$ cat src/source/alu_isa_pkg.sv
package alu_isa_pkg;

    // word layout seen at the ports
    localparam int DATA_W = 16;  // fixed, the LFSR taps assume 16 bits
    localparam int INST_W = 4;

    // signed fixed-point word, binary point set by FRAC_W in the RTL
    typedef logic signed [DATA_W-1:0] data_t;

    // instruction codes
    // 4 and 8..15 are not supported and return 0
    typedef enum logic [INST_W-1:0] {
        INST_ADD  = 4'd0,  // saturating add
        INST_SUB  = 4'd1,  // saturating subtract
        INST_MUL  = 4'd2,  // saturating, rounded multiply
        INST_MAC  = 4'd3,  // a*b + previous result
        INST_CLZ  = 4'd5,  // leading zeros of a
        INST_LRCW = 4'd6,  // b complement-rotated popcount(a) times
        INST_LFSR = 4'd7   // a stepped b times
    } inst_e;

    // feedback taps 15, 13, 12, 10
    localparam logic [DATA_W-1:0] LFSR_TAPS = 16'hB400;

endpackage

$ cat src/source/alu_ctrl_pkg.sv
package alu_ctrl_pkg;

    // operand source for either input of the arithmetic unit
    typedef enum logic [2:0] {
        SRC_DATA_A,    // i_data_a
        SRC_DATA_B,    // i_data_b
        SRC_SAVED,     // saved-operand register
        SRC_RESULT,    // result register, o_data
        SRC_GPR_ROT,   // complement-rotate register
        SRC_GPR_LFSR,  // LFSR register
        SRC_COUNT      // step counter 0
    } src_e;

    // operation of the arithmetic unit
    typedef enum logic [1:0] {
        OP_ADD,     // saturating add
        OP_SUB,     // saturating subtract
        OP_MUL,     // saturating rounded multiply
        OP_PASS_A   // a straight through
    } op_e;

endpackage

$ cat src/source/fx_arith.sv
`timescale 1ns/1ps

module fx_arith import alu_isa_pkg::*, alu_ctrl_pkg::*; #(
    parameter int FRAC_W = 10
) (
    input  op_e   i_op,
    input  data_t i_a,
    input  data_t i_b,
    output data_t o_y
);

    localparam int INT_W   = DATA_W - FRAC_W;
    localparam int MAX_INT = 2 ** (INT_W - 1) - 1;  // largest integer part
    localparam int MIN_INT = -(2 ** (INT_W - 1));

    localparam data_t POS_SAT = {1'b0, {(DATA_W-1){1'b1}}};
    localparam data_t NEG_SAT = {1'b1, {(DATA_W-1){1'b0}}};

    data_t sum, diff;
    logic signed [2*DATA_W-1:0] prod;
    logic signed [2*INT_W-1:0]  prod_int;  // integer part of the full product

    assign sum      = i_a + i_b;
    assign diff     = i_a - i_b;
    assign prod     = i_a * i_b;
    assign prod_int = $signed(prod[2*DATA_W-1:2*FRAC_W]);

    always_comb begin
        case (i_op)
            OP_ADD: begin
                if (!i_a[DATA_W-1] && !i_b[DATA_W-1] && sum[DATA_W-1])
                    o_y = POS_SAT;
                else if (i_a[DATA_W-1] && i_b[DATA_W-1] && !sum[DATA_W-1])
                    o_y = NEG_SAT;
                else
                    o_y = sum;
            end
            OP_SUB: begin
                // overflow only when the signs differ
                if (!i_a[DATA_W-1] && i_b[DATA_W-1] && diff[DATA_W-1])
                    o_y = POS_SAT;
                else if (i_a[DATA_W-1] && !i_b[DATA_W-1] && !diff[DATA_W-1])
                    o_y = NEG_SAT;
                else
                    o_y = diff;
            end
            OP_MUL: begin
                if (prod_int > MAX_INT)
                    o_y = POS_SAT;
                else if (prod_int <= MIN_INT)
                    o_y = NEG_SAT;
                else  // round half up on the dropped fraction bits
                    o_y = prod[DATA_W-1+FRAC_W:FRAC_W]
                          + {{(DATA_W-1){1'b0}}, prod[FRAC_W-1]};
            end
            default: o_y = i_a;  // pass a
        endcase
    end

endmodule

$ cat src/source/scramble_regs.sv
`timescale 1ns/1ps

module scramble_regs import alu_isa_pkg::*; (
    input  logic  i_clk,
    input  logic  i_reset_n,
    input  logic  i_load_rot,
    input  logic  i_step_rot,
    input  logic  i_load_lfsr,
    input  logic  i_step_lfsr,
    input  data_t i_value,
    output data_t o_rot,
    output data_t o_lfsr
);

    logic fb;  // lfsr feedback bit

    assign fb = ^(o_lfsr & LFSR_TAPS);

    // complement-rotate register, load wins over step
    always_ff @(posedge i_clk or negedge i_reset_n) begin
        if (!i_reset_n) begin
            o_rot <= '0;
        end else if (i_load_rot) begin
            o_rot <= i_value;
        end else if (i_step_rot) begin
            o_rot <= {o_rot[DATA_W-2:0], ~o_rot[DATA_W-1]};
        end
    end

    // fibonacci lfsr, shifts left
    always_ff @(posedge i_clk or negedge i_reset_n) begin
        if (!i_reset_n) begin
            o_lfsr <= '0;
        end else if (i_load_lfsr) begin
            o_lfsr <= i_value;
        end else if (i_step_lfsr) begin
            o_lfsr <= {o_lfsr[DATA_W-2:0], fb};
        end
    end

endmodule

$ cat src/source/alu_datapath.sv
`timescale 1ns/1ps

module alu_datapath import alu_isa_pkg::*, alu_ctrl_pkg::*; #(
    parameter int FRAC_W = 10
) (
    input  logic  i_clk,
    input  logic  i_reset_n,
    input  data_t i_data_a,
    input  data_t i_data_b,
    input  src_e  i_src_a,
    input  src_e  i_src_b,
    input  op_e   i_op,
    input  logic  i_save_result,
    input  logic  i_save_operand,
    input  logic  i_load_rot,
    input  logic  i_step_rot,
    input  logic  i_load_lfsr,
    input  logic  i_step_lfsr,
    input  data_t i_count,
    output data_t o_saved,
    output data_t o_data
);

    data_t opnd_a, opnd_b;
    data_t arith_y;
    data_t rot, lfsr;

    // same selection for both operand inputs
    function automatic data_t pick(input src_e sel);
        case (sel)
            SRC_DATA_A:   return i_data_a;
            SRC_DATA_B:   return i_data_b;
            SRC_SAVED:    return o_saved;
            SRC_RESULT:   return o_data;
            SRC_GPR_ROT:  return rot;
            SRC_GPR_LFSR: return lfsr;
            SRC_COUNT:    return i_count;
            default:      return '0;
        endcase
    endfunction

    assign opnd_a = pick(i_src_a);
    assign opnd_b = pick(i_src_b);

    fx_arith #(
        .FRAC_W (FRAC_W)
    ) fx_arith_inst (
        .i_op (i_op),
        .i_a  (opnd_a),
        .i_b  (opnd_b),
        .o_y  (arith_y)
    );

    scramble_regs scramble_regs_inst (
        .i_clk       (i_clk),
        .i_reset_n   (i_reset_n),
        .i_load_rot  (i_load_rot),
        .i_step_rot  (i_step_rot),
        .i_load_lfsr (i_load_lfsr),
        .i_step_lfsr (i_step_lfsr),
        .i_value     (arith_y),
        .o_rot       (rot),
        .o_lfsr      (lfsr)
    );

    // result and saved operand, both fed by the arithmetic unit
    always_ff @(posedge i_clk or negedge i_reset_n) begin
        if (!i_reset_n) begin
            o_data  <= '0;
            o_saved <= '0;
        end else begin
            if (i_save_result)  o_data  <= arith_y;
            if (i_save_operand) o_saved <= arith_y;
        end
    end

endmodule

$ cat src/source/alu_ctrl.sv
`timescale 1ns/1ps

module alu_ctrl import alu_isa_pkg::*, alu_ctrl_pkg::*; (
    input  logic  i_clk,
    input  logic  i_reset_n,
    input  inst_e i_inst,
    input  data_t i_saved,
    output logic  o_busy,
    output logic  o_valid,
    output src_e  o_src_a,
    output src_e  o_src_b,
    output op_e   o_op,
    output logic  o_save_result,
    output logic  o_save_operand,
    output logic  o_load_rot,
    output logic  o_step_rot,
    output logic  o_load_lfsr,
    output logic  o_step_lfsr,
    output data_t o_count
);

    localparam int IDX_W = $clog2(DATA_W);

    typedef enum logic [3:0] {
        START, READY, WAIT, CALCULATE, MAC_ADD, CLZ_SCAN,
        LRCW_LOAD, LRCW_POP, LRCW_ROTATE, LFSR_LOAD, LFSR_STEP, FINISH
    } state_e;

    state_e state, next_state;

    logic [DATA_W-1:0] cnt0, cnt1;  // cnt0 indexes and steps, cnt1 counts ones
    logic clr_cnt0, clr_cnt1, step_cnt0, step_cnt1;
    logic [IDX_W-1:0] scan_idx;

    assign scan_idx = IDX_W'(DATA_W - 1) - cnt0[IDX_W-1:0];  // MSB first for CLZ

    always_ff @(posedge i_clk or negedge i_reset_n) begin
        if (!i_reset_n) begin
            state <= START;
            cnt0  <= '0;
            cnt1  <= '0;
        end else begin
            state <= next_state;
            if (clr_cnt0)       cnt0 <= '0;
            else if (step_cnt0) cnt0 <= cnt0 + 1'b1;
            if (clr_cnt1)       cnt1 <= '0;
            else if (step_cnt1) cnt1 <= cnt1 + 1'b1;
        end
    end

    always_comb begin
        next_state     = state;
        o_src_a        = SRC_DATA_A;
        o_src_b        = SRC_DATA_B;
        o_op           = OP_PASS_A;
        o_save_result  = 1'b0;
        o_save_operand = 1'b0;
        o_load_rot     = 1'b0;
        o_step_rot     = 1'b0;
        o_load_lfsr    = 1'b0;
        o_step_lfsr    = 1'b0;
        clr_cnt0       = 1'b0;
        clr_cnt1       = 1'b0;
        step_cnt0      = 1'b0;
        step_cnt1      = 1'b0;

        case (state)
            START: next_state = READY;
            READY: next_state = WAIT;  // operands sampled from here on
            WAIT: begin
                clr_cnt0   = 1'b1;  // counter 0 doubles as the zero source
                clr_cnt1   = 1'b1;
                next_state = CALCULATE;
            end
            CALCULATE: begin
                case (i_inst)
                    INST_ADD, INST_SUB, INST_MUL: begin
                        o_op          = (i_inst == INST_ADD) ? OP_ADD :
                                        (i_inst == INST_SUB) ? OP_SUB : OP_MUL;
                        o_save_result = 1'b1;
                        next_state    = FINISH;
                    end
                    INST_MAC: begin
                        o_op           = OP_MUL;  // product parked in saved reg
                        o_save_operand = 1'b1;
                        next_state     = MAC_ADD;
                    end
                    INST_CLZ: begin
                        o_save_operand = 1'b1;  // a passes through
                        next_state     = CLZ_SCAN;
                    end
                    INST_LRCW: begin
                        o_save_operand = 1'b1;
                        next_state     = LRCW_LOAD;
                    end
                    INST_LFSR: begin
                        o_src_a        = SRC_DATA_B;  // step count
                        o_save_operand = 1'b1;
                        next_state     = LFSR_LOAD;
                    end
                    default: begin
                        o_src_a       = SRC_COUNT;  // still zero after WAIT
                        o_save_result = 1'b1;
                        next_state    = FINISH;
                    end
                endcase
            end
            MAC_ADD: begin
                o_op          = OP_ADD;
                o_src_a       = SRC_SAVED;
                o_src_b       = SRC_RESULT;
                o_save_result = 1'b1;
                next_state    = FINISH;
            end
            CLZ_SCAN: begin
                if (cnt0 < DATA_W && !i_saved[scan_idx]) begin
                    step_cnt0 = 1'b1;
                end else begin
                    o_src_a       = SRC_COUNT;
                    o_save_result = 1'b1;
                    next_state    = FINISH;
                end
            end
            LRCW_LOAD: begin
                o_src_a    = SRC_DATA_B;
                o_load_rot = 1'b1;
                next_state = LRCW_POP;
            end
            LRCW_POP: begin
                if (cnt0 < DATA_W) begin
                    step_cnt0 = 1'b1;
                    step_cnt1 = i_saved[cnt0[IDX_W-1:0]];
                end else begin
                    clr_cnt0   = 1'b1;  // reuse as rotate index
                    next_state = LRCW_ROTATE;
                end
            end
            LRCW_ROTATE: begin
                if (cnt0 < cnt1) begin
                    o_step_rot = 1'b1;
                    step_cnt0  = 1'b1;
                end else begin
                    o_src_a       = SRC_GPR_ROT;
                    o_save_result = 1'b1;
                    next_state    = FINISH;
                end
            end
            LFSR_LOAD: begin
                o_load_lfsr = 1'b1;  // seed from a
                next_state  = LFSR_STEP;
            end
            LFSR_STEP: begin
                if (cnt0 < $unsigned(i_saved)) begin
                    o_step_lfsr = 1'b1;
                    step_cnt0   = 1'b1;
                end else begin
                    o_src_a       = SRC_GPR_LFSR;
                    o_save_result = 1'b1;
                    next_state    = FINISH;
                end
            end
            FINISH:  next_state = READY;
            default: next_state = START;
        endcase
    end

    assign o_busy  = (state != READY);
    assign o_valid = (state == FINISH);
    assign o_count = cnt0;

endmodule

$ cat src/source/alu_top.sv
`timescale 1ns/1ps

module alu_top import alu_isa_pkg::*, alu_ctrl_pkg::*; #(
    parameter int FRAC_W = 10
) (
    input  logic  i_clk,
    input  logic  i_reset_n,
    input  inst_e i_inst,
    input  data_t i_data_a,
    input  data_t i_data_b,
    output logic  o_valid,
    output logic  o_busy,
    output data_t o_data
);

    // controller to datapath
    src_e  src_a;
    src_e  src_b;
    op_e   op;
    logic  save_result;
    logic  save_operand;
    logic  load_rot;
    logic  step_rot;
    logic  load_lfsr;
    logic  step_lfsr;
    data_t count;

    data_t saved;  // back to the controller for bit tests and bounds

    alu_ctrl alu_ctrl_inst (
        .i_clk          (i_clk),
        .i_reset_n      (i_reset_n),
        .i_inst         (i_inst),
        .i_saved        (saved),
        .o_busy         (o_busy),
        .o_valid        (o_valid),
        .o_src_a        (src_a),
        .o_src_b        (src_b),
        .o_op           (op),
        .o_save_result  (save_result),
        .o_save_operand (save_operand),
        .o_load_rot     (load_rot),
        .o_step_rot     (step_rot),
        .o_load_lfsr    (load_lfsr),
        .o_step_lfsr    (step_lfsr),
        .o_count        (count)
    );

    alu_datapath #(
        .FRAC_W (FRAC_W)
    ) alu_datapath_inst (
        .i_clk          (i_clk),
        .i_reset_n      (i_reset_n),
        .i_data_a       (i_data_a),
        .i_data_b       (i_data_b),
        .i_src_a        (src_a),
        .i_src_b        (src_b),
        .i_op           (op),
        .i_save_result  (save_result),
        .i_save_operand (save_operand),
        .i_load_rot     (load_rot),
        .i_step_rot     (step_rot),
        .i_load_lfsr    (load_lfsr),
        .i_step_lfsr    (step_lfsr),
        .i_count        (count),
        .o_saved        (saved),
        .o_data         (o_data)
    );

endmodule

$ cat config.mk
export PLATFORM = sky130hd
export DESIGN_NAME = alu_top
export DESIGN_NICKNAME = d
export VERILOG_FILES = /design/src/source/alu_isa_pkg.sv /design/src/source/alu_ctrl_pkg.sv /design/src/source/fx_arith.sv /design/src/source/scramble_regs.sv /design/src/source/alu_datapath.sv /design/src/source/alu_ctrl.sv /design/src/source/alu_top.sv
export SDC_FILE = /design/constraint.sdc
export NUM_CORES = 1
export LEC_CHECK = 0
export ABC_AREA = 1
export ABC_CLOCK_PERIOD_IN_PS = 17000
export BUFFER_PORTS_ARGS = -buffer_cell sky130_fd_sc_hd__buf_2
export CORE_MARGIN = 4
export CORE_UTILIZATION = 41
export CTS_CLUSTER_DIAMETER = 120
export DETAILED_ROUTE_END_ITERATION = 12
export GPL_TIMING_DRIVEN = 0
export PLACE_DENSITY = 0.53
export SYNTH_ARGS = -nofsm -noshare
export SYNTH_HDL_FRONTEND = slang
export SYNTH_HIERARCHICAL = 1
export SYNTH_SLANG_ARGS = --single-unit
export TNS_END_PERCENT = 5
$ cat constraint.sdc
create_clock -name i_clk -period 17 [get_ports i_clk]
set_input_delay 2.55 -clock i_clk [delete_from_list [all_inputs] [get_ports i_clk]]
set_output_delay 2.55 -clock i_clk [all_outputs]
set_load 0.02 [all_outputs]
==> impl_metrics.tcl <==
set metrics [dict create \
    status "finished, final reports clean" \
    synth_compound_area_frac 0.0591 \
    whs_path_depth 1 \
    slowest_stage "a21oi_1" \
    synth_seq_cells 100 \
    synth.cell_area_um2 22500 \
    ys_top_cells_by_area "fa_1 (23%), nand2_1 (15%), inv_1 (12%)" \
    fin_nets 3881 \
    maxSlewViolCount 0 \
    start_kind "input port" \
    grt_pass1_vias 21400 \
    fin_crit_sh 0.793 \
    ios 56 \
    synthCells 3366 \
    clkLatencyLatePin_ns 0.39 \
    synth.largest_area_cell "fa_1" \
    post_cts_buffers 0 \
    wl_per_cell_um 21.5 \
    cp_common_cell "nand2_1" \
    rsz0062_at_grt "no" \
    arrival_ns 13.81 \
    cts_hold_buf 0 \
    critPathKind "input port to flop" \
    whs_ns 0.532 \
    cp_num_cells 43 \
    finalSetupViolations 0 \
    viasPerCell 5.33 \
    fp.dieH_um 242 \
    crit_family "adder cells" \
    synthArstFlopShare 1.00 \
    cts_sinks 100 \
    syn_nets 3814 \
    critical-path-max-stage-delay_ns 0.93 \
    antenna_found_initial 2 \
    design.die.area_um2 58600 \
    drt-initial-drc-count 1836 \
    firstDrtPassIters 5 \
    synth_fa_ha_area_frac 0.316 \
    cts_root_buffer "clkbuf_16" \
    core.rowCount 85 \
    drcViolationCount 0 \
    cts.clk_slew.worst_paths_ns 0.08 \
    ant_nets 0 \
    min_path_type "flop to flop" \
    start_util 0.416 \
    synth_enable_flop_cells 0 \
    syn_to_final_growth_pct 6.53 \
    synth_top_flop_cell "dfrtp_1" \
    grt_remaining_overflow 0 \
    grt_max_degree 63 \
    worst_pin_slew_ns 1.20 \
    r2r_cells 49 \
    cts-resized-gates 0 \
    cts_tree "yes" \
    die_x_um 242 \
    grt_pass1_wl_um 135000 \
    synth_top_area_share 0.234 \
    instances_no_fill 4136 \
    yosysUniqueCellTypes 61 \
    synthMuxAreaShare 0.0160 \
    finalWirelength_um 88900 \
    relSlewSlack 0.200 \
    cp.required_ns 17.32 \
    yosys_warnings 6 \
    dp_cells 4118 \
    synth_xor_area_frac 0.0198 \
    synth_top_family_by_area "simple AND/OR/NAND/NOR gates" \
    hpwl_um 74600 \
    cap_violations 0 \
    core_area_um2 54000 \
    synth_seq_area_share 0.111 \
    avgSynthCellArea_um2 6.67 \
    fmax_ghz 0.0741 \
    yosys.area_share.simple 0.318 \
    gp_congestion 0.983 \
    critPathBufInv 9 \
    hold_violations 0 \
    fin_skew_ns 0.0135 \
    crit_fanout 10 \
    r2r_slack_ns 4.37 \
    num_vias 22000 \
    cts_buffer_depth 2 \
    groute.usage.overall 0.302 \
    crit_path_end_kind "flop" \
    drive_above_1_share 0.0750 \
    fin_tns_setup_ns 0 \
    cts.htree.levels 3 \
    numPortBuffers 55 \
    numCtsBuffers 9 \
    min_period_ns 13.49 \
]
-- synthesized netlist by cell type, types with 7 or more instances --
cell      count
buf_4        15
o21ai_1       7
nand2_2       9
nand3_2       8
o22ai_1       7
inv_1       726
xnor2_1       9
a21oi_1     106
buf_6         9
o21bai_1      9
nor2_1      293
ha_1        147
xor2_1       40
nand3_1     194
o211ai_1     14
dfrtp_1     100
inv_2        10
nor2_2        9
nor3_1       25
mux2_2       32
fa_1        263
buf_2        53
o21ai_0      74
clkbuf_1     72
nand4_1     161
nand2_1     897
-- sequential cells by signal (all words and copies together), names as in the netlist --
register	flops
alu_ctrl_inst/cnt1	16
alu_datapath_inst/scramble_regs_inst/o_lfsr	16
alu_datapath_inst/o_saved	16
alu_ctrl_inst/state	4
alu_datapath_inst/scramble_regs_inst/o_rot	16
alu_ctrl_inst/o_count	16
alu_datapath_inst/o_data	16
-- metal layers --
metal  GRT usage  up-vias  routed length [um]
met5           0        -                  32
li1            -    10400                   -
met2       0.436      791               37000
met3      0.0651       96                7030
met1       0.459    10700               42500
met4      0.0743        4                2410
-- metrics by stage --
step	utilization	instance area (um2)	setup slack [ns]
after floorplan	-	22500	6.72
final	0.443	23900	3.51
after global placement	0.437	23600	3.38
after global routing	0.443	23900	3.23
after CTS	0.443	23900	3.85
after detailed placement	0.438	23600	3.44
-- worst paths after layout --
check	from	end
worst max-delay path	i_inst[2]	alu_datapath_inst/scramble_regs_inst/o_rot[8]$_DFFE_PN0P_
worst min-delay path	alu_ctrl_inst/cnt1[0]$_DFFE_PN0P_	alu_ctrl_inst/cnt1[0]$_DFFE_PN0P_
worst max register to register	alu_ctrl_inst/o_count[9]$_DFFE_PN0P_	alu_datapath_inst/scramble_regs_inst/o_rot[8]$_DFFE_PN0P_
worst min register to register	alu_ctrl_inst/cnt1[0]$_DFFE_PN0P_	alu_ctrl_inst/cnt1[0]$_DFFE_PN0P_
max in group asynchronous	i_reset_n	alu_ctrl_inst/cnt1[13]$_DFFE_PN0P_
min in group asynchronous	i_reset_n	alu_datapath_inst/o_data[11]$_DFFE_PN0P_
-- layout make-up --
class	instances	area (um2)
fillers	5821	30100
multi-input cells	2371	16400
inverters	738	2770
flip-flops and latches	100	2500
well taps	696	871
plain buffers	157	810
repair buffers	56	305
clock buffers	10	239
clock inverters	6	47.5
diodes	2	5.00
-- kinds of logic after synthesis --
| kind of cell | count (synthesis) |
|---|---|
| compound gates | 238 |
| xor+xnor | 50 |
| fa+ha+maj | 410 |
| buf+inv | 895 |
| flops | 100 |
| mux | 32 |
| other cells | 2 |
| simple gates | 1639 |
-- cells in the final DEF, fill, tap and decap left out, drive strengths merged --
| master | Yosys | layout |
|---|---|---|
| a21boi | 2 | 2 |
| a21o | 1 | 1 |
| a21oi | 108 | 108 |
| a221oi | 1 | 1 |
| a22oi | 1 | 1 |
| a31o | 1 | 1 |
| a31oi | 1 | 1 |
| and2 | 4 | 4 |
| and3 | 1 | 1 |
| buf | 80 | 136 |
| clkbuf | 76 | 86 |
| clkinv | 2 | 6 |
| clkinvlp | 0 | 1 |
| conb | 2 | 2 |
| dfrtp | 100 | 100 |
| diode | 0 | 2 |
| dlygate4sd3 | 1 | 1 |
| fa | 263 | 263 |
| ha | 147 | 147 |
| inv | 736 | 737 |
| mux2 | 32 | 32 |
| nand2 | 910 | 910 |
| nand3 | 203 | 203 |
| nand3b | 5 | 5 |
| nand4 | 161 | 161 |
| nor2 | 307 | 307 |
| nor3 | 31 | 31 |
| nor3b | 1 | 1 |
| nor4 | 4 | 4 |
| o211ai | 15 | 15 |
| o21a | 1 | 1 |
| o21ai | 87 | 87 |
| o21bai | 9 | 9 |
| o22ai | 7 | 7 |
| o311ai | 1 | 1 |
| o31ai | 3 | 3 |
| or2 | 12 | 12 |
| xnor2 | 9 | 9 |
| xor2 | 41 | 41 |
Power is left out: the tool's default activity adds up to more than one toggle a clock period on the data nets, which glitch-free logic cannot reach.
